**src/hdl/acc_cpu_pkg.sv**
```systemverilog
package acc_cpu_pkg;

    typedef logic [15:0] word_t; // One data word
    typedef logic [11:0] addr_t; // One word address

    // Instruction opcode, upper nibble of the word
    typedef enum logic [3:0] {
        op_add   = 4'h0, // AC + M
        op_halt  = 4'h1, // Stop the machine
        op_load  = 4'h2, // AC = M
        op_store = 4'h3, // M = AC
        op_clear = 4'h4, // AC = 0
        op_skip  = 4'h5, // Conditional skip
        op_jump  = 4'h6, // PC = address field
        op_sub   = 4'h7, // AC - M
        op_and   = 4'h8,
        op_or    = 4'h9,
        op_xor   = 4'ha,
        op_shl   = 4'hb, // Shift left by one
        op_shr   = 4'hc, // Logical shift right by one
        op_rol   = 4'hd,
        op_ror   = 4'he,
        op_nop   = 4'hf
    } opcode_e;

    // ALU function select
    typedef enum logic [3:0] {
        alu_pass  = 4'h0, // Result is operand b
        alu_add   = 4'h1,
        alu_sub   = 4'h2,
        alu_and   = 4'h3,
        alu_or    = 4'h4,
        alu_xor   = 4'h5,
        alu_shl   = 4'h6,
        alu_shr   = 4'h7,
        alu_rol   = 4'h8,
        alu_ror   = 4'h9,
        alu_clear = 4'ha
    } alu_op_e;

    // SKIP condition codes carried in the address field
    localparam addr_t skip_if_neg  = 12'd0;
    localparam addr_t skip_if_zero = 12'd2;
    localparam addr_t skip_if_pos  = 12'd4;

    // One request towards the shared memory
    typedef struct packed {
        logic  req;   // Level, held until granted
        logic  we;    // Write when set, read otherwise
        addr_t addr;  // Word address
        word_t wdata; // Write data
    } mem_req_t;

    // Client that a pending read return belongs to
    typedef enum logic [1:0] {
        own_none  = 2'd0,
        own_host  = 2'd1,
        own_exec  = 2'd2,
        own_fetch = 2'd3
    } owner_e;

endpackage

```
**src/hdl/mem_arbiter.sv**
```systemverilog
module mem_arbiter (
    input  logic                  clk,
    input  logic                  reset,
    input  acc_cpu_pkg::mem_req_t host_req,     // Highest priority
    input  acc_cpu_pkg::mem_req_t exec_req,
    input  acc_cpu_pkg::mem_req_t fetch_req,    // Lowest priority
    output logic                  host_grant,
    output logic                  exec_grant,
    output logic                  fetch_grant,
    output acc_cpu_pkg::mem_req_t mem_req,      // Winning request
    output logic                  host_rvalid,
    output logic                  exec_rvalid,
    output logic                  fetch_rvalid
);
    import acc_cpu_pkg::*;

    owner_e winner;  // Client granted this cycle
    owner_e owner_q; // Owner of the read now returning

    // Fixed priority, one grant per cycle
    assign host_grant  = host_req.req;
    assign exec_grant  = exec_req.req && !host_req.req;
    assign fetch_grant = fetch_req.req && !host_req.req && !exec_req.req;

    always_comb begin
        mem_req = '0; // Idle memory when nobody asks
        winner  = own_none;
        if (host_grant) begin
            mem_req = host_req;
            winner  = own_host;
        end else if (exec_grant) begin
            mem_req = exec_req;
            winner  = own_exec;
        end else if (fetch_grant) begin
            mem_req = fetch_req;
            winner  = own_fetch;
        end
    end

    // Remember who gets the read data next cycle
    always_ff @(posedge clk or posedge reset) begin
        if (reset) begin
            owner_q <= own_none;
        end else if (mem_req.req && !mem_req.we) begin
            owner_q <= winner;
        end else begin
            owner_q <= own_none; // Writes return nothing
        end
    end

    // One-cycle return pulses
    assign host_rvalid  = (owner_q == own_host);
    assign exec_rvalid  = (owner_q == own_exec);
    assign fetch_rvalid = (owner_q == own_fetch);

endmodule

```
**config.mk**
```make
export PLATFORM = sky130hd
export DESIGN_NAME = mem_arbiter
export DESIGN_NICKNAME = d
export VERILOG_FILES = /design/src/hdl/acc_cpu_pkg.sv /design/src/hdl/mem_arbiter.sv
export SDC_FILE = /design/constraint.sdc
export NUM_CORES = 1
export LEC_CHECK = 0
export CORE_MARGIN = 4
export CORE_UTILIZATION = 45
export DETAILED_ROUTE_END_ITERATION = 10
export DONT_BUFFER_PORTS = 1
export GPL_TIMING_DRIVEN = 0
export PLACE_DENSITY = 0.7
export SKIP_LAST_GASP = 1
export SLEW_MARGIN = 20
export SYNTH_ARGS = -nofsm -noshare
export SYNTH_HDL_FRONTEND = slang
export SYNTH_SLANG_ARGS = --single-unit
```
**constraint.sdc**
```tcl
create_clock -name clk -period 1 [get_ports clk]
set_input_delay 0.2 -clock clk [delete_from_list [all_inputs] [get_ports clk]]
set_output_delay 0.2 -clock clk [all_outputs]
set_load 0.1 [all_outputs]
```
==> Yosys cells after proc, flatten, opt, wreduce, memory -nomap -nowiden <==
Index checks and enable logic that the tools add are counted.
W data, S select, Z words.
{ "word_totals": {"input_bits": 92, "register_bits": 2, "word_cells": 18, "output_inout_bits": 36} }
{ "classes": {"n_eq_ne": 3, "muxes": 7, "reduce_logical": 7} }
{ "op_table": {"columns": ["op", "n"], "rows": [
  ["$mux W30", 3],
  ["$mux W2", 4],
  ["$eq A2 B2 Y1 const B", 2],
  ["$logic_and A1 B1 Y1", 4],
  ["$logic_not A1 Y1", 3],
  ["$eq A2 B1 Y1 const B", 1]
]} }

==> Logic depth before layout (Yosys ltp) <==
{ "logic_depth": {"ltp_word": 9, "ltp_mapped": 4, "mapped_depth_nobuf": 2} }

==> Least setup slack after synthesis <==
Ideal clock, no wire load.
{ "synth_timing": {"path_kind": "input port to output port", "startpoint": "in host_req[29] (netlist name)", "endpoint": "out fetch_grant", "arrival_ps": 2715, "slack_ps": -1915, "required_ps": 800, "path_buffers": 2, "cell_stages": 3, "cell_sequence": "buf_2 buf_2 nor3b_1"} }
{ "synth_between": {"elab_chain_cells": 3} }
{ "synth_lines": {"columns": ["item", "line_no", "rtl"], "rows": [
  ["start: declaration", "mem_arbiter.sv:4", "input acc_cpu_pkg::mem_req_t host_req,"],
  ["$logic_not A1 Y1", "mem_arbiter.sv:23", "assign fetch_grant = fetch_req.req && !host_req.req && !exec_req.req;"],
  ["$logic_and A1 B1 Y1 (2 in a row)", "mem_arbiter.sv:23", null],
  ["end: declaration", "mem_arbiter.sv:9", "output logic fetch_grant,"]
]} }
Every way passes these cells.

==> Worst setup path in the final report <==
Ends and elaborated chain as after synthesis.

==> results.cfg <==
[run_status]
status = complete, but fails checks
violations = setup timing

[synthesis]
synthesis.nets = 240
synth-simple-area-share_pct = 51.3
ys_seq_elements = 2
ys_warn_count = 0
synthMuxAreaShare_pct = 0
syn_inst = 148
synth_compound_area_share_pct = 32.8
ys_types = 17
synth_top_family_by_area = simple AND/OR/NAND/NOR gates
synth_area_um2 = 912
yosys.area_share.xor_xnor_pct = 0
avgSynthCellArea_um2 = 6.16
yosysSeqAreaShare_pct = 5.49
ys.flop_type = dfrtp_1
synthAdderAreaFrac_pct = 0
synth-edff-count = 0
synthArstFlopShare_pct = 100

[sta]
finalHoldViolCount = 0
relSlewSlack_pct = 28.2
max_freq_ghz = 0.665
worst_slew_pin_slew_ns = 1.08
drv_slew = 0
setup_viol = 35
hold_ws_ns = 0.176
period_share_pct = 150
period_minus_slack_ns = 1.50
fin_tns_setup_ns = -15.34
layout_setup_ws_ns = -0.504
grt_setup_unrepaired = true

[pwr]
max-vdd-ir-drop_mv = 0.684
p_leak_nw = 0.503
p_total_mw = 1.80
powerDensity_mw_per_mm2 = 1160

[die]
coreArea_mm2 = 0.00194
rows = 16
ios = 128
initial_utilization_pct = 47.0
die_w_um = 53.0
die_y_um = 53.0
dieArea_mm2 = 0.00281

[layout]
regMostFlops = owner_q
final_nets = 255
largest_registers = owner_q (2)
final_area_mm2 = 0.00155
largest_register_ffs = 2
nFillCells = 140
antenna_cells = 0
multi_input_area_mm2 = 0.00114
seqCellArea_um2 = 50.0
drive_above_1_share_pct = 41.6
layout_common_cells = 29 x nand3b_1, 29 x nor2b_1, 29 x a21oi_4
layout.cells.non_filler = 188
areaGrowthSynthToFinish_pct = 70.0

[critical_path]
critical_path_arrival_ns = 1.30
crit_path_max_fanout = 8
endpoint_kind = output port
startpoint_type = input port
critPathRequiredTime_ns = 0.80
criticalPathCategory = in -> out

[clocking]
tritoncts = built
cts.clk_slew.worst_paths_ns = 0.04
htree_num_levels = 1
cts_root_buffer = clkbuf_4
cts_inserted_buffers = 3
cts.path.max_buffers = 2
cts_sinks = 2

[placement]
port_buffers = 0
routabilityCongestion = 0.651
dp_hpwl_mm = 2.85
dp.cells = 175
placed_area_mm2 = 0.00136

[routing]
routed_wl_mm = 3.87
drt_iter0_markers = 15
vias_per_cell = 6.36
drtAntennaViolNets = 0
first_pass_iters = 4
wire_per_inst_um = 20.6
drc_errors = 0
vias = 1195

[job]
cap_violations = 0

[global_routing]
grt_pass1_vias = 1197
grt_max_degree = 11
grt_pass1_wl_mm = 5.46
grtUsageTotal_pct = 25.7
antenna_found_initial = 0
grt.overflow.total = 0

[min_path]
hold_class = in -> reg
power by group:
group	switching, mW	leakage (nW)	internal, mW	total, mW
sequential	0.00749	0.0259	0.0863	0.0938
combinational	1.18	0.463	0.330	1.51
clock	0.0589	0.0138	0.134	0.193
critical path: stages:
cell and delay (ns):
buf_12 0.11, buf_8 0.11, nor3b_4 0.88
worst paths after layout:
path	startpoint	endpoint	depth (start not counted)
min	fetch_req[28]	owner_q[1]$_DFF_PP0_	2
min in group asynchronous	reset	owner_q[1]$_DFF_PP0_	2
max	host_req[29]	fetch_grant	3
max in group asynchronous	reset	owner_q[0]$_DFF_PP0_	2
through the flow:
step | setup slack, ns | util [%]
finish | -0.504 | 79.8
global route | -0.521 | 79.8
CTS | -0.499 | 77.5
detailed placement | -0.534 | 70.1
global placement | -0.523 | 70.1
floorplan | -0.485 | -
area by class of cell:
cell class	count	share of cell area [%]
Multi-Input combinational cell	127	73.7
Tap cell	27	2.18
Buffer	18	12.1
Sequential cell	2	3.23
Clock buffer	3	1.45
Timing Repair Buffer	10	7.10
Inverter	1	0.242
routing by layer:
metal | routed length (um) | vias to the layer above | global-route usage [%] | share of wire, %
li1 | - | 548 | - | -
met1 | 1210 | 558 | 26.6 | 31
met2 | 2100 | 81 | 47.7 | 54
met3 | 468 | 8 | 8.45 | 12
met4 | 87 | 0 | 8.51 | 2.2
met5 | 0 | - | 0 | 0
what timing repair did:
| action | in CTS | in global routing |
|---|---|---|
| pin swaps | 9 | 11 |
| endpoints found under the setup margin | 35 | 35 |
| hold buffers | 1 | 0 |
| gates cloned | 2 | 0 |
| setup buffers | 4 | 3 |
| hold endpoints to repair | 2 | 0 |
| gates resized for setup | 11 | 9 |
Yosys cell counts (2+ instances only):
cell | count | area (um2)
a21oi_1 | 58 | 290
nor2b_1 | 32 | 200
nand3b_1 | 29 | 218
buf_2 | 10 | 50.1
clkbuf_1 | 6 | 22.5
dfrtp_1 | 2 | 50.1
cells by family after synthesis:
family,after synthesis
buf+inv,19
simple gates,68
flops,2
compound gates,59
Power figures use the tool's default switching activity.
