===== config.mk =====
export PLATFORM = sky130hd
export DESIGN_NAME = execute_unit
export DESIGN_NICKNAME = d
export VERILOG_FILES = /design/src/hdl/acc_cpu_pkg.sv /design/src/hdl/alu.sv /design/src/hdl/execute_unit.sv
export SDC_FILE = /design/constraint.sdc
export NUM_CORES = 1
export LEC_CHECK = 0
export BUFFER_PORTS_ARGS = -buffer_cell sky130_fd_sc_hd__buf_4
export CAP_MARGIN = 10
export CORE_UTILIZATION = 40
export DETAILED_ROUTE_END_ITERATION = 8
export SLEW_MARGIN = 0
export SYNTH_ARGS = -nofsm -noshare
export SYNTH_HDL_FRONTEND = slang
export SYNTH_HIERARCHICAL = 1
export SYNTH_SLANG_ARGS = --single-unit

===== constraint.sdc =====
create_clock -name clk -period 4.09 [get_ports clk]
set_input_delay 0.6135 -clock clk [delete_from_list [all_inputs] [get_ports clk]]
set_output_delay 0.6135 -clock clk [all_outputs]
set_load 0.01 [all_outputs]

===== src/hdl/acc_cpu_pkg.sv =====
package acc_cpu_pkg;

    typedef logic [15:0] word_t; // One data word
    typedef logic [11:0] addr_t; // One word address

    // Instruction opcode, upper nibble of the word
    typedef enum logic [3:0] {
        op_add   = 4'h0, // AC + M
        op_halt  = 4'h1, // Stop the machine
        op_load  = 4'h2, // AC = M
        op_store = 4'h3, // M = AC
        op_clear = 4'h4, // AC = 0
        op_skip  = 4'h5, // Conditional skip
        op_jump  = 4'h6, // PC = address field
        op_sub   = 4'h7, // AC - M
        op_and   = 4'h8,
        op_or    = 4'h9,
        op_xor   = 4'ha,
        op_shl   = 4'hb, // Shift left by one
        op_shr   = 4'hc, // Logical shift right by one
        op_rol   = 4'hd,
        op_ror   = 4'he,
        op_nop   = 4'hf
    } opcode_e;

    // ALU function select
    typedef enum logic [3:0] {
        alu_pass  = 4'h0, // Result is operand b
        alu_add   = 4'h1,
        alu_sub   = 4'h2,
        alu_and   = 4'h3,
        alu_or    = 4'h4,
        alu_xor   = 4'h5,
        alu_shl   = 4'h6,
        alu_shr   = 4'h7,
        alu_rol   = 4'h8,
        alu_ror   = 4'h9,
        alu_clear = 4'ha
    } alu_op_e;

    // SKIP condition codes carried in the address field
    localparam addr_t skip_if_neg  = 12'd0;
    localparam addr_t skip_if_zero = 12'd2;
    localparam addr_t skip_if_pos  = 12'd4;

    // One request towards the shared memory
    typedef struct packed {
        logic  req;   // Level, held until granted
        logic  we;    // Write when set, read otherwise
        addr_t addr;  // Word address
        word_t wdata; // Write data
    } mem_req_t;

    // Client that a pending read return belongs to
    typedef enum logic [1:0] {
        own_none  = 2'd0,
        own_host  = 2'd1,
        own_exec  = 2'd2,
        own_fetch = 2'd3
    } owner_e;

endpackage


===== src/hdl/alu.sv =====
module alu (
    input  acc_cpu_pkg::alu_op_e op,       // Function select
    input  acc_cpu_pkg::word_t   a,        // Accumulator side
    input  acc_cpu_pkg::word_t   b,        // Memory operand side
    output acc_cpu_pkg::word_t   result,
    input  acc_cpu_pkg::addr_t   cond_sel, // SKIP condition code
    output logic                 cond_true
);
    import acc_cpu_pkg::*;

    logic a_neg;  // Sign of a
    logic a_zero;

    assign a_neg  = a[15];
    assign a_zero = (a == '0);

    always_comb begin
        case (op)
            alu_pass:  result = b;                  // LOAD path
            alu_add:   result = a + b;              // Wraps at 16 bits
            alu_sub:   result = a - b;              // Wraps at 16 bits
            alu_and:   result = a & b;
            alu_or:    result = a | b;
            alu_xor:   result = a ^ b;
            alu_shl:   result = {a[14:0], 1'b0};
            alu_shr:   result = {1'b0, a[15:1]};    // Logical, zero fill
            alu_rol:   result = {a[14:0], a[15]};
            alu_ror:   result = {a[0], a[15:1]};
            alu_clear: result = '0;
            default:   result = a;                  // Unused codes keep AC
        endcase
    end

    // SKIP test treats a as signed
    always_comb begin
        case (cond_sel)
            skip_if_neg:  cond_true = a_neg;
            skip_if_zero: cond_true = a_zero;
            skip_if_pos:  cond_true = !a_neg && !a_zero; // Strictly positive
            default:      cond_true = 1'b0;              // Never skips
        endcase
    end

endmodule


===== src/hdl/execute_unit.sv =====
module execute_unit (
    input  logic                  clk,
    input  logic                  reset,
    input  logic                  enable,      // Run and not halted
    input  acc_cpu_pkg::word_t    instr,
    input  acc_cpu_pkg::addr_t    instr_pc,
    input  logic                  instr_valid,
    output logic                  instr_take,  // Start pulse
    output acc_cpu_pkg::mem_req_t exec_req,
    input  logic                  exec_grant,
    input  logic                  exec_rvalid,
    input  acc_cpu_pkg::word_t    rdata,
    output logic                  retire,      // Done pulse
    output logic                  redirect,
    output acc_cpu_pkg::addr_t    redirect_pc,
    output acc_cpu_pkg::word_t    acc_out,
    output logic                  halted
);
    import acc_cpu_pkg::*;

    typedef enum logic [1:0] {
        s_idle,
        s_mem_access, // Request held until granted
        s_mem_wait,   // Read data due
        s_write_back  // Update AC and retire
    } state_e;

    state_e  state;
    word_t   ir;        // Instruction register
    addr_t   ir_pc;     // Address of current instruction
    addr_t   mar;       // Operand address / jump target / skip code
    word_t   mbr;       // Operand read from memory
    word_t   ac;        // Accumulator
    opcode_e ir_op;
    opcode_e new_op;    // Opcode of the word offered by fetch
    alu_op_e alu_op;
    logic    ac_write;  // Opcode updates AC
    word_t   alu_result;
    logic    cond_true;

    assign ir_op  = opcode_e'(ir[15:12]);
    assign new_op = opcode_e'(instr[15:12]);

    // Decode for the ALU
    always_comb begin
        ac_write = 1'b1;
        case (ir_op)
            op_load:  alu_op = alu_pass;
            op_add:   alu_op = alu_add;
            op_sub:   alu_op = alu_sub;
            op_and:   alu_op = alu_and;
            op_or:    alu_op = alu_or;
            op_xor:   alu_op = alu_xor;
            op_shl:   alu_op = alu_shl;
            op_shr:   alu_op = alu_shr;
            op_rol:   alu_op = alu_rol;
            op_ror:   alu_op = alu_ror;
            op_clear: alu_op = alu_clear;
            default: begin
                alu_op   = alu_pass; // HALT, STORE, SKIP, JUMP, NOP
                ac_write = 1'b0;
            end
        endcase
    end

    alu u_alu (
        .op        (alu_op),
        .a         (ac),
        .b         (mbr),
        .result    (alu_result),
        .cond_sel  (mar),
        .cond_true (cond_true)
    );

    assign instr_take = (state == s_idle) && enable && instr_valid;

    assign exec_req.req   = (state == s_mem_access);
    assign exec_req.we    = (ir_op == op_store);
    assign exec_req.addr  = mar;
    assign exec_req.wdata = ac;

    assign retire      = (state == s_write_back);
    assign redirect    = retire && ((ir_op == op_jump) || ((ir_op == op_skip) && cond_true));
    assign redirect_pc = (ir_op == op_jump) ? mar : ir_pc + 12'd2; // Skip lands past next
    assign acc_out     = ac;

    always_ff @(posedge clk or posedge reset) begin
        if (reset) begin
            state  <= s_idle;
            ac     <= '0;
            halted <= 1'b0;
        end else begin
            case (state)
                s_idle: begin
                    if (instr_take) begin
                        case (new_op)
                            op_add, op_load, op_store, op_sub,
                            op_and, op_or, op_xor: state <= s_mem_access;
                            default:               state <= s_write_back;
                        endcase
                    end
                end
                s_mem_access: begin
                    if (exec_grant) begin
                        state <= exec_req.we ? s_write_back : s_mem_wait; // Store done at grant
                    end
                end
                s_mem_wait: begin
                    if (exec_rvalid) begin
                        state <= s_write_back;
                    end
                end
                s_write_back: begin
                    if (ac_write) begin
                        ac <= alu_result;
                    end
                    if (ir_op == op_halt) begin
                        halted <= 1'b1; // Sticky until reset
                    end
                    state <= s_idle;
                end
                default: state <= s_idle;
            endcase
        end
    end

    // IR, MAR and MBR payload
    always_ff @(posedge clk) begin
        if (instr_take) begin
            ir    <= instr;
            ir_pc <= instr_pc;
            mar   <= instr[11:0];
        end
        if (exec_rvalid) begin
            mbr <= rdata;
        end
    end

endmodule


* Yosys cells after proc, flatten, opt, wreduce, memory -nomap -nowiden *
Cells that the tools add are included.
W data, S select, Z words.

word-level totals
  flip-flop bits (word level) = 75

cells by class
  add/sub/neg operators = 3
  eq/ne operators = 38
  mux-type cells = 11
  bitwise gates (word level) = 3
  reduce and logical (&&, ||, !) cells = 20

operators with widths
  kind                     count
  $pmux W16 S11            1
  $eq A4 B4 Y1 const B     13
  $pmux W4 S10             1
  $eq A4 B3 Y1 const B     9
  $eq A4 B2 Y1 const B     6
  $add A16 B16 Y16         1
  $and A16 B16 Y16         1
  $logic_not A16 Y1        1
  $or A16 B16 Y16          1
  $sub A16 B16 Y16         1
  $xor A16 B16 Y16         1
  $add A12 B2 Y12 const B  1
  $eq A12 B2 Y1 const B    1
  $eq A12 B3 Y1 const B    1
  $logic_not A12 Y1        1
  $logic_not A4 Y1         3
  $mux W12                 1
  $reduce_bool A11 Y1      1
  $reduce_or A11 Y1        1
  $eq A4 B1 Y1 const B     2
  $mux W2                  4
  $pmux W2 S4              1
  $reduce_or A7 Y1         1
  $reduce_and A3 Y1        2
  11 further kinds         19

* Longest topological paths before layout *
  word-level depth = 7
  gate-level depth with buffers = 19

* Hierarchy *
Netlist, hierarchy kept.

modules (own cells, without submodules)
  module        instances  cells each  area each (sq um)
  execute_unit  1          207         2872.8
  alu           1          380         2677.6

* Worst setup path before layout *
Ideal clock, no wire load.

  path type = register to register
  start = register ir[12]
  end = register ac[15] (netlist: acc_out[15])
  arrival = 3996 ps
  data required time = 3965 ps
  path slack = -31 ps
  stages on the path, launching flop included = 18
  cells stage by stage = edfxtp_1 buf_6 xnor2_1 or2b_1 a21boi_0 nor2_1 and3_1 buf_2 a31oi_1 xnor2_1 ha_1 a21o_1 nor3_2 a211oi_1 or4_1 a21oi_1 o31ai_2 mux2_4

RTL lines
  element                               line                 source
  start, declared                       execute_unit.sv:29   word_t ir;
  start signal, assigned                execute_unit.sv:130  ir <= instr;
  $eq A4 B3 Y1 (tied with other cells)  execute_unit.sv:47   case (ir_op)
  $pmux W4 S10 *                        execute_unit.sv:47
  named net alu_op[3]                   execute_unit.sv:36   alu_op_e alu_op;
  $eq A4 B4 Y1 (tied with other cells)  alu.sv:18            case (op)
  $pmux W16 S11 *                       alu.sv:18
  named net alu_result[15]              execute_unit.sv:38   word_t alu_result;
  end signal, assigned                  execute_unit.sv:115  ac <= alu_result;
  end, declared                         execute_unit.sv:33   word_t ac;

The timed path passes the listed nets; every way through them passes the cells marked *.
A chain may end at the register's enable or synchronous reset.

* Final worst setup path *
Same ends and word-level chain as after synthesis.

==> impl_metrics.env <==
export IMPL_outcome="complete, no violations"
export IMPL_first_pass_iters=6
export IMPL_cts_sinks=63
export IMPL_timing_fmax_ghz=0.263
export IMPL_layout_drive_gt1_share_pct=27.7
export IMPL_synth_nets=691
export IMPL_path_cells="or3_1 -> and3_1 -> nor2_1 -> nand3_1 -> o21ai_1 -> inv_1 -> ha_1 -> nor2b_1 -> o31ai_2 -> a211oi_1 -> or4_1 -> a21oi_1 -> o31ai_2 -> mux2_4"
export IMPL_avgSynthCellArea_um2=9.46
export IMPL_place_inst=836
export IMPL_place_hpwl_mm=11.7
export IMPL_drt_wl_total_mm=16.2
export IMPL_vias_per_cell=5.74
export IMPL_fin_util_pct=50.5
export IMPL_overflow=0
export IMPL_nNetsFinal=778
export IMPL_antenna_found_initial=0
export IMPL_synthFlopType="edfxtp_1"
export IMPL_cpMostUsedCell="o31ai_2"
export IMPL_slowest_stage="or4_1"
export IMPL_critical_path_peak_fanout=6
export IMPL_critPathTopFamily="simple AND/OR/NAND/NOR gates"
export IMPL_worstPathArrival_ps=4040
export IMPL_synth_cells=587
export IMPL_grt_pass1_vias=4921
export IMPL_fp_row_count=42
export IMPL_die_w_um=120
export IMPL_num_vias=4906
export IMPL_core_area_um2=13400
export IMPL_crit_buf_inv=1
export IMPL_htreeDepth=3
export IMPL_antenna_diode_count=0
export IMPL_die_h_um=120
export IMPL_finalHoldViolCount=0
export IMPL_syn_to_final_growth_pct=21.9
export IMPL_skew_ps=9.91
export IMPL_final_cells=855
export IMPL_p_per_area_nw_per_um2=611
export IMPL_initial_utilization_pct=41.4
export IMPL_async_flop_share_pct=30.2
export IMPL_cts_buffers=9
export IMPL_portBuffers=111
export IMPL_vdd_drop_max_mv=0.316
export IMPL_slew_headroom_pct=29.8
export IMPL_yosysWarnings=6
export IMPL_grt_max_degree=30
export IMPL_min_period_over_period_pct=93.0
export IMPL_post_route_drc_count=0
export IMPL_worstSetupEndpointType="flip-flop"
export IMPL_fin_area_um2=6760
export IMPL_total_power_w=0.00413
export IMPL_place_gp_congestion=0.943
export IMPL_rsz0062_at_grt="no"
export IMPL_dieArea_um2=14400
export IMPL_place_area_um2=6400
export IMPL_synth_cell_types=75
export IMPL_drt_iter0_drc=427
export IMPL_tightest_slew_ps=1050
export IMPL_cts_tree="built"
export IMPL_clock_latency_ps=350
export IMPL_grt_usage_pct=23.2
export IMPL_static_leakage_power_nw=2.94
export IMPL_layout_min_cycle_time_ps=3810
export IMPL_setup_tns_ps=0
export IMPL_synth_edff_count=44
export IMPL_seq_area_frac_synth_pct=32.4
export IMPL_worst_setup_path_start_kind="flip-flop"
export IMPL_maxCapViolations=0
export IMPL_setup_viol=0
export IMPL_clock_path_buffers=2
export IMPL_synth_area_um2=5550
export IMPL_hp_class="in2reg"
export IMPL_worstSetupPathType="reg2reg"
export IMPL_cts_hold_buf=0
export IMPL_drtAntennaViolNets=0
export IMPL_grt_pass1_wl_mm=25.6
export IMPL_ios=112
export IMPL_wl_per_cell_um=18.9
export IMPL_slew_violations=0
export IMPL_cp_required_ps=4330
export IMPL_slowest_delay_ps=510
export IMPL_synth_seq_cells=63
export IMPL_clk_pin_slew_worst_paths_ps=60
export IMPL_clockRootBuffer="clkbuf_16"
[area by class of cell]
| type | count | area [um^2] |
|---|---|---|
| Clock buffer | 9 | 225 |
| Clock inverter | 7 | 104 |
| Sequential cell | 63 | 1800 |
| Timing Repair Buffer | 132 | 991 |
| Multi-Input combinational cell | 424 | 3260 |
| Inverter | 44 | 165 |
| Tap cell | 176 | 220 |
| Fill cell | 1217 | 6640 |
[metrics by stage]
| step | hold WS [ps] | setup WS, ps |
|---|---|---|
| global placement | 494 | 183 |
| global route | 425 | 19.5 |
| finish | 435 | 284 |
| detailed placement | 467 | 158 |
| floorplan | 512 | 159 |
| CTS | 422 | 144 |
[Yosys cell counts (3+ instances only)]
master / count / area, um^2
a31oi_1: 8 / 50.1
inv_1: 42 / 158
a222oi_1: 4 / 40.0
o211ai_1: 3 / 22.5
mux2i_1: 15 / 150
o32a_1: 4 / 40.0
o221a_2: 4 / 45.0
a2111oi_0: 3 / 26.3
and4_1: 3 / 26.3
mux2_2: 8 / 90.1
dfrtp_1: 19 / 475
and3_1: 12 / 75.1
buf_4: 30 / 225
nand3b_1: 4 / 30.0
nand3_1: 13 / 65.1
nor2b_1: 8 / 50.1
edfxtp_1: 44 / 1320
nor4_1: 6 / 37.5
nor4_2: 3 / 37.5
buf_2: 13 / 65.1
nor2_1: 27 / 101
nand2_1: 43 / 161
o221ai_1: 3 / 26.3
a211oi_1: 6 / 45.0
xnor2_1: 21 / 184
nand2b_1: 4 / 25.0
a22oi_1: 7 / 52.6
clkbuf_1: 9 / 33.8
a21o_1: 3 / 22.5
a41oi_1: 3 / 26.3
a221oi_1: 3 / 26.3
ha_1: 53 / 663
a31o_2: 3 / 26.3
o21ai_0: 32 / 160
o21a_1: 5 / 37.5
a21oi_1: 34 / 170
nand4_1: 7 / 43.8
xor2_1: 12 / 105
o22ai_1: 5 / 31.3
nor3_1: 7 / 35.0
o31ai_1: 4 / 30.0
mux2_4: 10 / 150
[state kept, by name, summed over array words and instances (netlist names)]
register and flops:
ir_pc 12, state 2, ir 16, acc_out 16, mbr 16, halted 1
[logic make-up (layout without fill, tap and decap cells)]
group / count (synthesis) / after routing / share of synthesized area [%]
multiplexers: 34 / 34 / 7.28
AO/OA/AOI/OAI: 152 / 152 / 18.8
AND/OR/NAND/NOR: 151 / 151 / 14.6
XOR/XNOR: 33 / 33 / 5.21
adder cells (fa/ha/maj): 54 / 54 / 12.3
flip-flops: 63 / 63 / 32.4
buffers and inverters: 100 / 192 / 9.45
[per-layer routing]
layer	wire [um]	global-route usage [%]
met1	6970	29.7
met2	7590	38.0
met3	1300	5.51
met4	335	8.52
met5	0	0
[repair_timing]
| action | 4_1_cts | 5_1_grt |
|---|---|---|
| setup endpoints to repair | 0 | 6 |
| gates resized for setup | 0 | 4 |
| setup buffers | 0 | 3 |
[cells in the final DEF, fill, tap and decap left out, drive strengths merged, types with 8 or more instances in the layout]
| cell type | count |
|---|---|
| a31oi | 8 |
| buf | 132 |
| dfrtp | 19 |
| nor2b | 8 |
| mux2 | 18 |
| ha | 53 |
| inv | 45 |
| a21oi | 34 |
| nor3 | 8 |
| nand3 | 15 |
| nor2 | 27 |
| clkbuf | 9 |
| nand2 | 43 |
| o21ai | 32 |
| xnor2 | 21 |
| mux2i | 16 |
| edfxtp | 44 |
| and3 | 12 |
| nor4 | 9 |
| xor2 | 12 |
[worst paths after layout]
| kind | start | end | slack (ps) | cells after the start |
|---|---|---|---|---|
| setup / recovery | ir[12]$_DFFE_PP_ | acc_out[15]$_DFFE_PP0P_ | 280 | 14 |
| hold / removal | instr[2] | ir[2]$_DFFE_PP_ | 430 | 1 |
| setup reg to reg | ir[12]$_DFFE_PP_ | acc_out[15]$_DFFE_PP0P_ | 280 | 14 |
| hold reg to reg | halted$_DFFE_PP0P_ | halted$_DFFE_PP0P_ | 500 | 1 |
| max in group asynchronous | reset | acc_out[3]$_DFFE_PP0P_ | 2920 | 2 |
| min in group asynchronous | reset | acc_out[15]$_DFFE_PP0P_ | 530 | 2 |
[where the power goes]
part | total [W] | switching, W | internal [W]
clock | 0.000861 | 0.000320 | 0.000541
combinational | 0.00214 | 0.00109 | 0.00105
sequential | 0.00113 | 0.000309 | 0.000820
total | 0.00413 | 0.00172 | 0.00241
No activity file was read; power rests on OpenSTA's default activity.
