**src/hdl/acc_cpu_pkg.sv**
```systemverilog
package acc_cpu_pkg;

    typedef logic [15:0] word_t; // One data word
    typedef logic [11:0] addr_t; // One word address

    // Instruction opcode, upper nibble of the word
    typedef enum logic [3:0] {
        op_add   = 4'h0, // AC + M
        op_halt  = 4'h1, // Stop the machine
        op_load  = 4'h2, // AC = M
        op_store = 4'h3, // M = AC
        op_clear = 4'h4, // AC = 0
        op_skip  = 4'h5, // Conditional skip
        op_jump  = 4'h6, // PC = address field
        op_sub   = 4'h7, // AC - M
        op_and   = 4'h8,
        op_or    = 4'h9,
        op_xor   = 4'ha,
        op_shl   = 4'hb, // Shift left by one
        op_shr   = 4'hc, // Logical shift right by one
        op_rol   = 4'hd,
        op_ror   = 4'he,
        op_nop   = 4'hf
    } opcode_e;

    // ALU function select
    typedef enum logic [3:0] {
        alu_pass  = 4'h0, // Result is operand b
        alu_add   = 4'h1,
        alu_sub   = 4'h2,
        alu_and   = 4'h3,
        alu_or    = 4'h4,
        alu_xor   = 4'h5,
        alu_shl   = 4'h6,
        alu_shr   = 4'h7,
        alu_rol   = 4'h8,
        alu_ror   = 4'h9,
        alu_clear = 4'ha
    } alu_op_e;

    // SKIP condition codes carried in the address field
    localparam addr_t skip_if_neg  = 12'd0;
    localparam addr_t skip_if_zero = 12'd2;
    localparam addr_t skip_if_pos  = 12'd4;

    // One request towards the shared memory
    typedef struct packed {
        logic  req;   // Level, held until granted
        logic  we;    // Write when set, read otherwise
        addr_t addr;  // Word address
        word_t wdata; // Write data
    } mem_req_t;

    // Client that a pending read return belongs to
    typedef enum logic [1:0] {
        own_none  = 2'd0,
        own_host  = 2'd1,
        own_exec  = 2'd2,
        own_fetch = 2'd3
    } owner_e;

endpackage

```
**src/hdl/fetch_unit.sv**
```systemverilog
module fetch_unit (
    input  logic                  clk,
    input  logic                  reset,
    input  logic                  enable,       // Run and not halted
    output acc_cpu_pkg::mem_req_t fetch_req,
    input  logic                  fetch_grant,
    input  logic                  fetch_rvalid,
    input  acc_cpu_pkg::word_t    rdata,
    output acc_cpu_pkg::word_t    instr,        // Buffered instruction
    output acc_cpu_pkg::addr_t    instr_pc,     // Its address
    output logic                  instr_valid,
    input  logic                  instr_take,   // Execute starts it
    input  logic                  retire,
    input  logic                  redirect,     // Qualified by retire
    input  acc_cpu_pkg::addr_t    redirect_pc
);
    import acc_cpu_pkg::*;

    addr_t pc;             // Next address to fetch
    logic  epoch;          // Flips on every redirect
    logic  inflight;       // Read granted last cycle
    logic  inflight_epoch; // Epoch of that read
    addr_t inflight_pc;
    logic  buf_valid;
    word_t buf_instr;
    addr_t buf_pc;
    logic  take_redirect;
    logic  fill;           // Return belongs to current epoch

    assign take_redirect = retire && redirect;
    assign fill          = fetch_rvalid && (inflight_epoch == epoch);

    // Ask when the buffer is free or emptying and nothing is in flight
    assign fetch_req.req   = enable && !inflight && (!buf_valid || instr_take);
    assign fetch_req.we    = 1'b0;      // Fetch only reads
    assign fetch_req.addr  = pc;
    assign fetch_req.wdata = '0;

    assign instr       = buf_instr;
    assign instr_pc    = buf_pc;
    assign instr_valid = buf_valid;

    always_ff @(posedge clk or posedge reset) begin
        if (reset) begin
            pc             <= '0;
            epoch          <= 1'b0;
            inflight       <= 1'b0;
            inflight_epoch <= 1'b0;
            buf_valid      <= 1'b0;
        end else begin
            if (fetch_grant) begin
                inflight       <= 1'b1;
                inflight_epoch <= epoch; // Stale if redirected meanwhile
            end else if (fetch_rvalid) begin
                inflight <= 1'b0;
            end

            if (take_redirect) begin
                pc        <= redirect_pc; // Restart at new target
                epoch     <= ~epoch;      // Drops any read in flight
                buf_valid <= 1'b0;        // Discard prefetched word
            end else begin
                if (fetch_grant) begin
                    pc <= pc + 12'd1;     // Wraps 4095 to 0
                end
                if (fill) begin
                    buf_valid <= 1'b1;
                end else if (instr_take) begin
                    buf_valid <= 1'b0;
                end
            end
        end
    end

    // Buffer payload
    always_ff @(posedge clk) begin
        if (fetch_grant) begin
            inflight_pc <= pc;
        end
        if (fill) begin
            buf_instr <= rdata;
            buf_pc    <= inflight_pc;
        end
    end

endmodule

```
**config.mk**
```make
export PLATFORM = sky130hd
export DESIGN_NAME = fetch_unit
export DESIGN_NICKNAME = d
export VERILOG_FILES = /design/src/hdl/acc_cpu_pkg.sv /design/src/hdl/fetch_unit.sv
export SDC_FILE = /design/constraint.sdc
export NUM_CORES = 1
export LEC_CHECK = 0
export ABC_AREA = 1
export BUFFER_PORTS_ARGS = -buffer_cell sky130_fd_sc_hd__buf_2
export CAP_MARGIN = 20
export CORE_ASPECT_RATIO = 0.7
export CORE_MARGIN = 3
export CORE_UTILIZATION = 40
export CTS_CLUSTER_SIZE = 30
export DETAILED_ROUTE_END_ITERATION = 8
export PLACE_DENSITY_LB_ADDON = 0.1
export SLEW_MARGIN = 30
export SYNTH_ARGS = -nofsm -noshare
export SYNTH_HDL_FRONTEND = slang
export SYNTH_SLANG_ARGS = --single-unit
```
**constraint.sdc**
```tcl
create_clock -name clk -period 2.3 [get_ports clk]
set_input_delay 0.345 -clock clk [delete_from_list [all_inputs] [get_ports clk]]
set_output_delay 0.345 -clock clk [all_outputs]
set_load 0.02 [all_outputs]
```
**Word level (Yosys, flattened, before mapping)**

Index checks and enable logic that the tools add are counted.

- Add/sub/neg operators: 1
- Equal/unequal tests: 1
- Muxes and demuxes: 7
- Bitwise operators: 1
- Reductions and logical operators: 10

Operators by type and width:

| cell | number |
|---|---|
| $mux 12 | 2 |
| $add 12x1->12 const B | 1 |
| $mux 1 | 5 |
| $logic_and 1x1->1 | 4 |
| $reduce_bool 2->1 | 2 |
| $reduce_bool 3->1 | 1 |
| $logic_not 1->1 | 2 |
| $eq 1x1->1 | 1 |
| $logic_or 1x1->1 | 1 |
| $not 1->1 | 1 |

- Flip-flop bits (word level): 56
- Input bits: 36
- Output and inout port bits: 59
- Logic and storage cells: 28

**Longest topological paths before layout**

Gate-level depths: netlist of run 1.

- Word-level depth: 4
- Depth in mapped cells: 8
- Depth with buffers taken out: 8

**Worst setup path before layout of run 1**

Ideal clock, no wire load.

- Path type: register -> register
- Start: register epoch
- End: register buf_instr[0], in the netlist instr[0], enable pin
- Setup time: 0.383 ns
- Data arrival time: 1.141 ns
- Required time: 1.917 ns
- Path slack: 0.775 ns
- Cell stages (with the launch flop): 4
- Path buffers: 0
- Clock period less this slack: 1.525 ns
- Path through: dfrtp_1 > xnor2_1 > nand2_1 > inv_1

- Cells in the longest elaborated chain, start to end: 2

RTL lines:

| element | RTL line | source |
|---|---|---|
| start, declared | fetch_unit.sv:20 | `logic epoch;` |
| start signal, assigned | fetch_unit.sv:60 | `epoch <= ~epoch;` |
| $eq 1x1->1 | fetch_unit.sv:31 | `assign fill = fetch_rvalid && (inflight_epoch == epoch);` |
| $logic_and 1x1->1 | fetch_unit.sv:31 |  |
| via fill | fetch_unit.sv:28 | `logic fill;` |
| end signal, assigned | fetch_unit.sv:81 | `buf_instr <= rdata;` |
| end, declared | fetch_unit.sv:25 | `word_t buf_instr;` |

The timed path passes the listed nets, and every way through them passes these cells.
A chain may end at the register's enable or synchronous reset.

**Worst setup path in the final report of run 1**

- Start: register pc[0]
- End: register pc[10]

- Cells in the longest elaborated chain, start to end: 3

RTL lines:

| element | RTL line | source |
|---|---|---|
| start, declared | fetch_unit.sv:19 | `addr_t pc;` |
| start signal, assigned | fetch_unit.sv:59 | `pc <= redirect_pc;` |
| start signal, assigned | fetch_unit.sv:64 | `pc <= pc + 12'd1;` |
| $add 12x1->12 | fetch_unit.sv:64 |  |
| $mux 12 | fetch_unit.sv:63 | `if (fetch_grant) begin` |
| $mux 12 | fetch_unit.sv:58 | `if (take_redirect) begin` |

Every way passes these cells. The select of a mux whose other input is x is not followed.

==> impl_results.md, run 1 <==
* Source-to-sink clock delay at the later pin of the worst-skew pair at 310 ps
* TritonCTS clock tree: yes
* Gate count after technology mapping at 200
* Clock sink total at 56
* Number of nets in the layout at 320
* Via count at 1588
* Type of the worst setup path: register to register
* Sequential fraction of the synthesis area at 68.4%
* TritonCTS buffer count at 5
* Worst max-slew margin expressed relative to the limit at 56.5%
* Register area at 1600 um^2
* Number of filler instances in the final layout at 523
* Minimum clock period at 1420 ps
* Fraction of the cycle the final worst path needs at 61.9%
* Max-cap check violation count at 0
* Unrepaired setup endpoints after global routing: no
* Largest clock skew in the final design at 7.36 ps
* Number of max-slew violations in the final report at 0
* Height of the die at 70.0 um
* First-iteration detailed-routing DRC count at 83
* Static leakage at 1.33 nW
* Critical path data required time at 2500 ps
* Port Buf Inserts at 77
* Post-synth EDFFs at 40
* Post-synthesis instance area at 2340 um^2
* Flop and latch count out of synthesis at 56
* HPWL reported at the end of detailed placement at 3310 um
* Count of endpoints failing setup in the final report at 0
* Number of gates resized after CTS at 0
* Post-route DRC at 0
* Overflow left after global routing at 0
* Total die area at 6820 um^2
* Worst EP arrival at 1630 ps
* Warnings, synthesis at 0
* Master cell of the clock root buffer: sky130_fd_sc_hd__clkbuf_8
* Clock Path Buffers at 2
* Commonest cells after routing, fill and taps aside: 77 x sky130_fd_sc_hd__buf_2, 45 x sky130_fd_sc_hd__nand2_1, 40 x sky130_fd_sc_hd__edfxtp_1
* Hold-fix buffers at CTS at 0
* Detailed-route wire length per cell at 12.8 um
* Setup TNS at 0 ps
* Power density over the cells at 1030 nW/um^2
* PnR Total Power at 0.00294 W
* Mean cell area of the mapped netlist at 11.7 um^2
* Status: completed
* Number of buffers inserted by post-CTS setup repair at 0
* Initial antenna violation count at 0
* Asr flop ratio synth at 28.6%
* Depth of the CTS H-tree at 2
* Total global routing track utilization at 13.4%
* Count of placed standard cells including taps at 348
* Cell row count at 22
* ANT nets after route at 0
* Kind of end point of the critical path: register
* Dominant synthesized flop cell: sky130_fd_sc_hd__edfxtp_1
* Vias per inst at 4.46
* Maximum number of pins on one net before global-route repair at 30
* Commonest non-fill, non-tap cell in the layout: sky130_fd_sc_hd__buf_2
* Initial standard-cell utilization of the core at 43.0%
* Setup slack of the critical path after layout at 875 ps
* DIE WIDTH at 97.5 um
* Multi-input gate area at 582 um^2
* Area growth from synthesis to final layout at 22.0%
* IR Drop Worst-Case VDD at 0.377 mV
* Detailed-routing iteration count for the pre-antenna-repair pass at 4
* Fmax at 702 MHz
* Number of top-level design ports at 95
* Hold Violations, Final at 0
* Hold WC Path Type: primary input to asynchronous set/reset pin
* Maximum fanout along the worst path at 6
* Number of global-route vias before repair at 1449
* Worst setup timing slack at the placement stage at 757 ps
* Fraction of layout instances using a drive strength above 1 at 33.8%
* Number of diodes added for antenna fixing at 0
* Post-layout util at 52.4%
* Non-Filler Instances at 356
* Clock-pin slew on the worst setup and hold paths at 100 ps
* Detailed-route wire length at 4540 um
* Area of the core at 5450 um^2
* Number of distinct library cells after synthesis at 27
* Kind of start point of the critical path: register
* Global-route wire length before repair at 7220 um
* Worst slew pin tran at 651 ps
* Final weighted congestion in routability-driven placement at 0.787
worst paths after layout:
path	start	to	slack, ps	depth (start not counted)
hold reg to reg	inflight_pc[10]	instr_pc[10]	430	0
hold / removal	reset	pc[2]	110	2
setup reg to reg	pc[0]	pc[10]	880	8
setup / recovery	pc[0]	pc[10]	880	8
max in group asynchronous	reset	pc[8]	1770	2
min in group clk	rdata[2]	instr[2]	210	1
flip-flops by register name (all words and copies together), names as in the netlist:
signal	flops
instr	16
instr_pc	12
instr_valid	1
inflight_epoch	1
inflight	1
inflight_pc	12
epoch	1
pc	12
worst max-delay path, stage by stage (launching register included):
cell and delay [ps]:
sky130_fd_sc_hd__dfrtp_1 470, sky130_fd_sc_hd__ha_1 230, sky130_fd_sc_hd__nand3_1 100, sky130_fd_sc_hd__nor2_2 200, sky130_fd_sc_hd__nand2_1 80, sky130_fd_sc_hd__nand2_1 60, sky130_fd_sc_hd__nand3_1 80, sky130_fd_sc_hd__nand2_1 70
sky130_fd_sc_hd__nand2_1 40
routing by layer:
layer	up-vias	wire (um)	track usage [%]	share of wire [%]
li1	797	-	-	-
met1	724	2160	18.1	48
met2	62	1980	20.5	44
met3	5	343	3.99	7.6
met4	0	63	5.07	1.4
met5	-	0	0	0
logic make-up after synthesis:
group,synth area share (%)
AO/OA/AOI/OAI,4.17
XOR/XNOR,0.748
adder cells (fa/ha/maj),0.534
buffers and inverters,9.35
flip-flops,68.4
other,0.160
AND/OR/NAND/NOR,16.7
per-stage QoR:
stage               hold WS, ps  instance area, um^2
finish                      111                 2860
global route                145                 2860
CTS                         123                 2860
detailed placement          406                 2750
global placement            401                 2750
floorplan                   259                 2400
cell type report:
cell class | count | share of cell area, %
Timing Repair Buffer | 79 | 14.0
Sequential cell | 56 | 56.0
Clock buffer | 6 | 2.54
Multi-Input combinational cell | 122 | 20.4
Tap cell | 72 | 3.15
Inverter | 19 | 2.54
Clock inverter | 2 | 1.36
where the power goes:
| part | internal (W) | total (W) | switching (W) |
|---|---|---|---|
| sequential | 0.00138 | 0.00149 | 0.000111 |
| clock | 0.000329 | 0.000639 | 0.000310 |
| combinational | 0.000242 | 0.000806 | 0.000565 |
synthesized netlist by cell type (2+ instances only):
| library cell | n | share of area, % |
|---|---|---|
| sky130_fd_sc_hd__nand2_1 | 45 | 7.2 |
| sky130_fd_sc_hd__buf_4 | 18 | 5.8 |
| sky130_fd_sc_hd__dfrtp_1 | 16 | 17 |
| sky130_fd_sc_hd__o21ai_1 | 3 | 0.64 |
| sky130_fd_sc_hd__nand3_1 | 10 | 2.1 |
| sky130_fd_sc_hd__nor2_1 | 18 | 2.9 |
| sky130_fd_sc_hd__o211ai_1 | 3 | 0.96 |
| sky130_fd_sc_hd__nand3b_1 | 3 | 0.96 |
| sky130_fd_sc_hd__inv_2 | 2 | 0.32 |
| sky130_fd_sc_hd__edfxtp_1 | 40 | 51 |
| sky130_fd_sc_hd__o21ai_0 | 5 | 1.1 |
| sky130_fd_sc_hd__a21oi_1 | 2 | 0.43 |
| sky130_fd_sc_hd__nand4_1 | 3 | 0.80 |
| sky130_fd_sc_hd__inv_1 | 16 | 2.6 |
| sky130_fd_sc_hd__nand2_2 | 4 | 1.1 |
(Power assumes the default switching activity.)
==> run 2: changes to the inputs <==
==> constraint.sdc (replaced) <==
create_clock -name clk -period 1.25 [get_ports clk]
set_input_delay 0.1875 -clock clk [delete_from_list [all_inputs] [get_ports clk]]
set_output_delay 0.1875 -clock clk [all_outputs]
set_load 0.02 [all_outputs]
==> impl_results.md, run 2 (same netlist as run 1, synthesis figures left out) <==
* Maximum fanout along the worst path at 15
* Port Buf Inserts at 77
* Depth of the CTS H-tree at 2
* Area of the core at 5450 um^2
* Clock-pin slew on the worst setup and hold paths at 100 ps
* Commonest non-fill, non-tap cell in the layout: sky130_fd_sc_hd__buf_2
* Unrepaired setup endpoints after global routing: yes
* Global-route wire length before repair at 7460 um
* Status: complete, but fails checks
* Number of max-slew violations in the final report at 0
* Master cell of the clock root buffer: sky130_fd_sc_hd__clkbuf_8
* Non-Filler Instances at 372
* Fraction of layout instances using a drive strength above 1 at 40.0%
* Depth of the worst register-to-register path at 4
* IR Drop Worst-Case VDD at 0.757 mV
* First-iteration detailed-routing DRC count at 69
* Hold Violations, Final at 0
* Total die area at 6820 um^2
* Register area at 1610 um^2
* Initial antenna violation count at 0
* Total global routing track utilization at 13.5%
* Clock Path Buffers at 2
* Failing checks: negative setup slack
* DIE WIDTH at 97.5 um
* Via count at 1656
* Maximum number of pins on one net before global-route repair at 30
* Cell row count at 22
* Count of endpoints failing setup in the final report at 23
* Final weighted congestion in routability-driven placement at 0.760
* Count of placed standard cells including taps at 357
* Source-to-sink clock delay at the later pin of the worst-skew pair at 300 ps
* Max reg flops at 16
* Number of diodes added for antenna fixing at 0
* Hold WC Path Type: primary input to register
* Largest clock skew in the final design at 4.26 ps
* Area growth from synthesis to final layout at 31.7%
* Number of top-level design ports at 95
* Post-layout util at 56.6%
* Fmax at 790 MHz
* Detailed-route wire length per cell at 12.7 um
* Multi-input gate area at 619 um^2
* ANT nets after route at 0
* TritonCTS buffer count at 5
* Commonest cells after routing, fill and taps aside: 74 x sky130_fd_sc_hd__buf_2, 45 x sky130_fd_sc_hd__nand2_1, 40 x sky130_fd_sc_hd__edfxtp_1
* Max-cap check violation count at 0
* Type of the worst setup path: register to register
* Overflow left after global routing at 0
* Number of nets in the layout at 336
* Initial standard-cell utilization of the core at 43.0%
* Kind of end point of the critical path: register
* Vias per inst at 4.45
* Post-route DRC at 0
* Detailed-routing iteration count for the pre-antenna-repair pass at 6
* Height of the die at 70.0 um
* Hold depth at 1
* HPWL reported at the end of detailed placement at 3330 um
* TritonCTS clock tree: yes
* Number of filler instances in the final layout at 474
* Start point of the critical path: epoch
* Startpoint of the tightest hold check path: rdata[10]
* Setup slack of the critical path after layout at -15.7 ps
* Clock sink total at 56
* Fraction of the cycle the final worst path needs at 101%
* Power density over the cells at 1870 nW/um^2
* Kind of start point of the critical path: register
* Static leakage at 1.41 nW
* Detailed-route wire length at 4720 um
* Minimum clock period at 1270 ps
* Number of global-route vias before repair at 1541
* Critical path data required time at 1270 ps
* Startpoint of the worst-slack reg-to-reg timing path: epoch
* Worst EP arrival at 1290 ps
## run 2: changes by cell type in the layout (fill, tap and decap cells not counted), sizes merged
cell	change
buf	+14
clkbuf	+1
clkinvlp	+1
dlygate4sd3	+1
inv	-1
## run 2: through the flow
| stage | setup TNS (ps) | cell area (um^2) | hold slack, ps | total power [W] | setup WS (ps) |
|---|---|---|---|---|---|
| 6_report | -271 | 3080 | 54.7 | 0.00576 | -15.7 |
| 5_1_grt | -1340 | 3080 | 37.7 | 0.00607 | -90.2 |
| 4_1_cts | 0 | 3000 | 45.7 | 0.00564 | 1.51 |
| 3_5_place_dp | 0 | 2870 | 210 | 0.00445 | 21.5 |
| 3_3_place_gp | 0 | 2870 | 210 | 0.00443 | 41.2 |
| 2_1_floorplan | -2990 | 2430 | 101 | 0.00382 | -132 |
## run 2: layout make-up
class,instances,share of cell area [%]
Tap cell,72,2.92
Multi-Input combinational cell,122,20.1
Clock inverter,2,1.26
Sequential cell,56,52.1
Inverter,19,2.47
Timing Repair Buffer,95,18.8
Clock buffer,6,2.35
## run 2: final timing paths
kind                       slack (ps)              to
min                                50       instr[10]
max reg2reg                       -20        instr[7]
max                               -20        instr[7]
max in group asynchronous         620           pc[2]
min in group asynchronous         420  inflight_epoch
min reg2reg                       430     instr_pc[0]
## run 2: routing by layer
metal / routed length, um / GRT usage, % / share of wire (%)
met5: 0 / 0 / 0
met4: 44 / 3.38 / 0.93
met3: 396 / 4.09 / 8.4
met2: 2020 / 20.4 / 43
met1: 2250 / 19.2 / 48
## run 2: critical path, cell delays in order (launching register included)
cell	delay (ps)
sky130_fd_sc_hd__dfrtp_1	400
sky130_fd_sc_hd__xnor2_1	160
sky130_fd_sc_hd__nand2_1	100
sky130_fd_sc_hd__clkinvlp_4	160
sky130_fd_sc_hd__buf_12	170
## run 2: report_power, final
group | internal [W] | switching [W]
Combinational | 0.000697 | 0.00117
Clock | 0.000606 | 0.000567
Sequential | 0.00254 | 0.000180
Total | 0.00384 | 0.00192
## run 2: timing repair
| action | CTS | global route |
|---|---|---|
| buffers inserted | 2 | 2 |
| cloned | 0 | 2 |
| pin swaps | 0 | 5 |
| resized for setup | 0 | 9 |
| endpoints found under the hold margin | 16 | 0 |
| setup endpoints to repair | 1 | 39 |
| hold buffers | 1 | 0 |
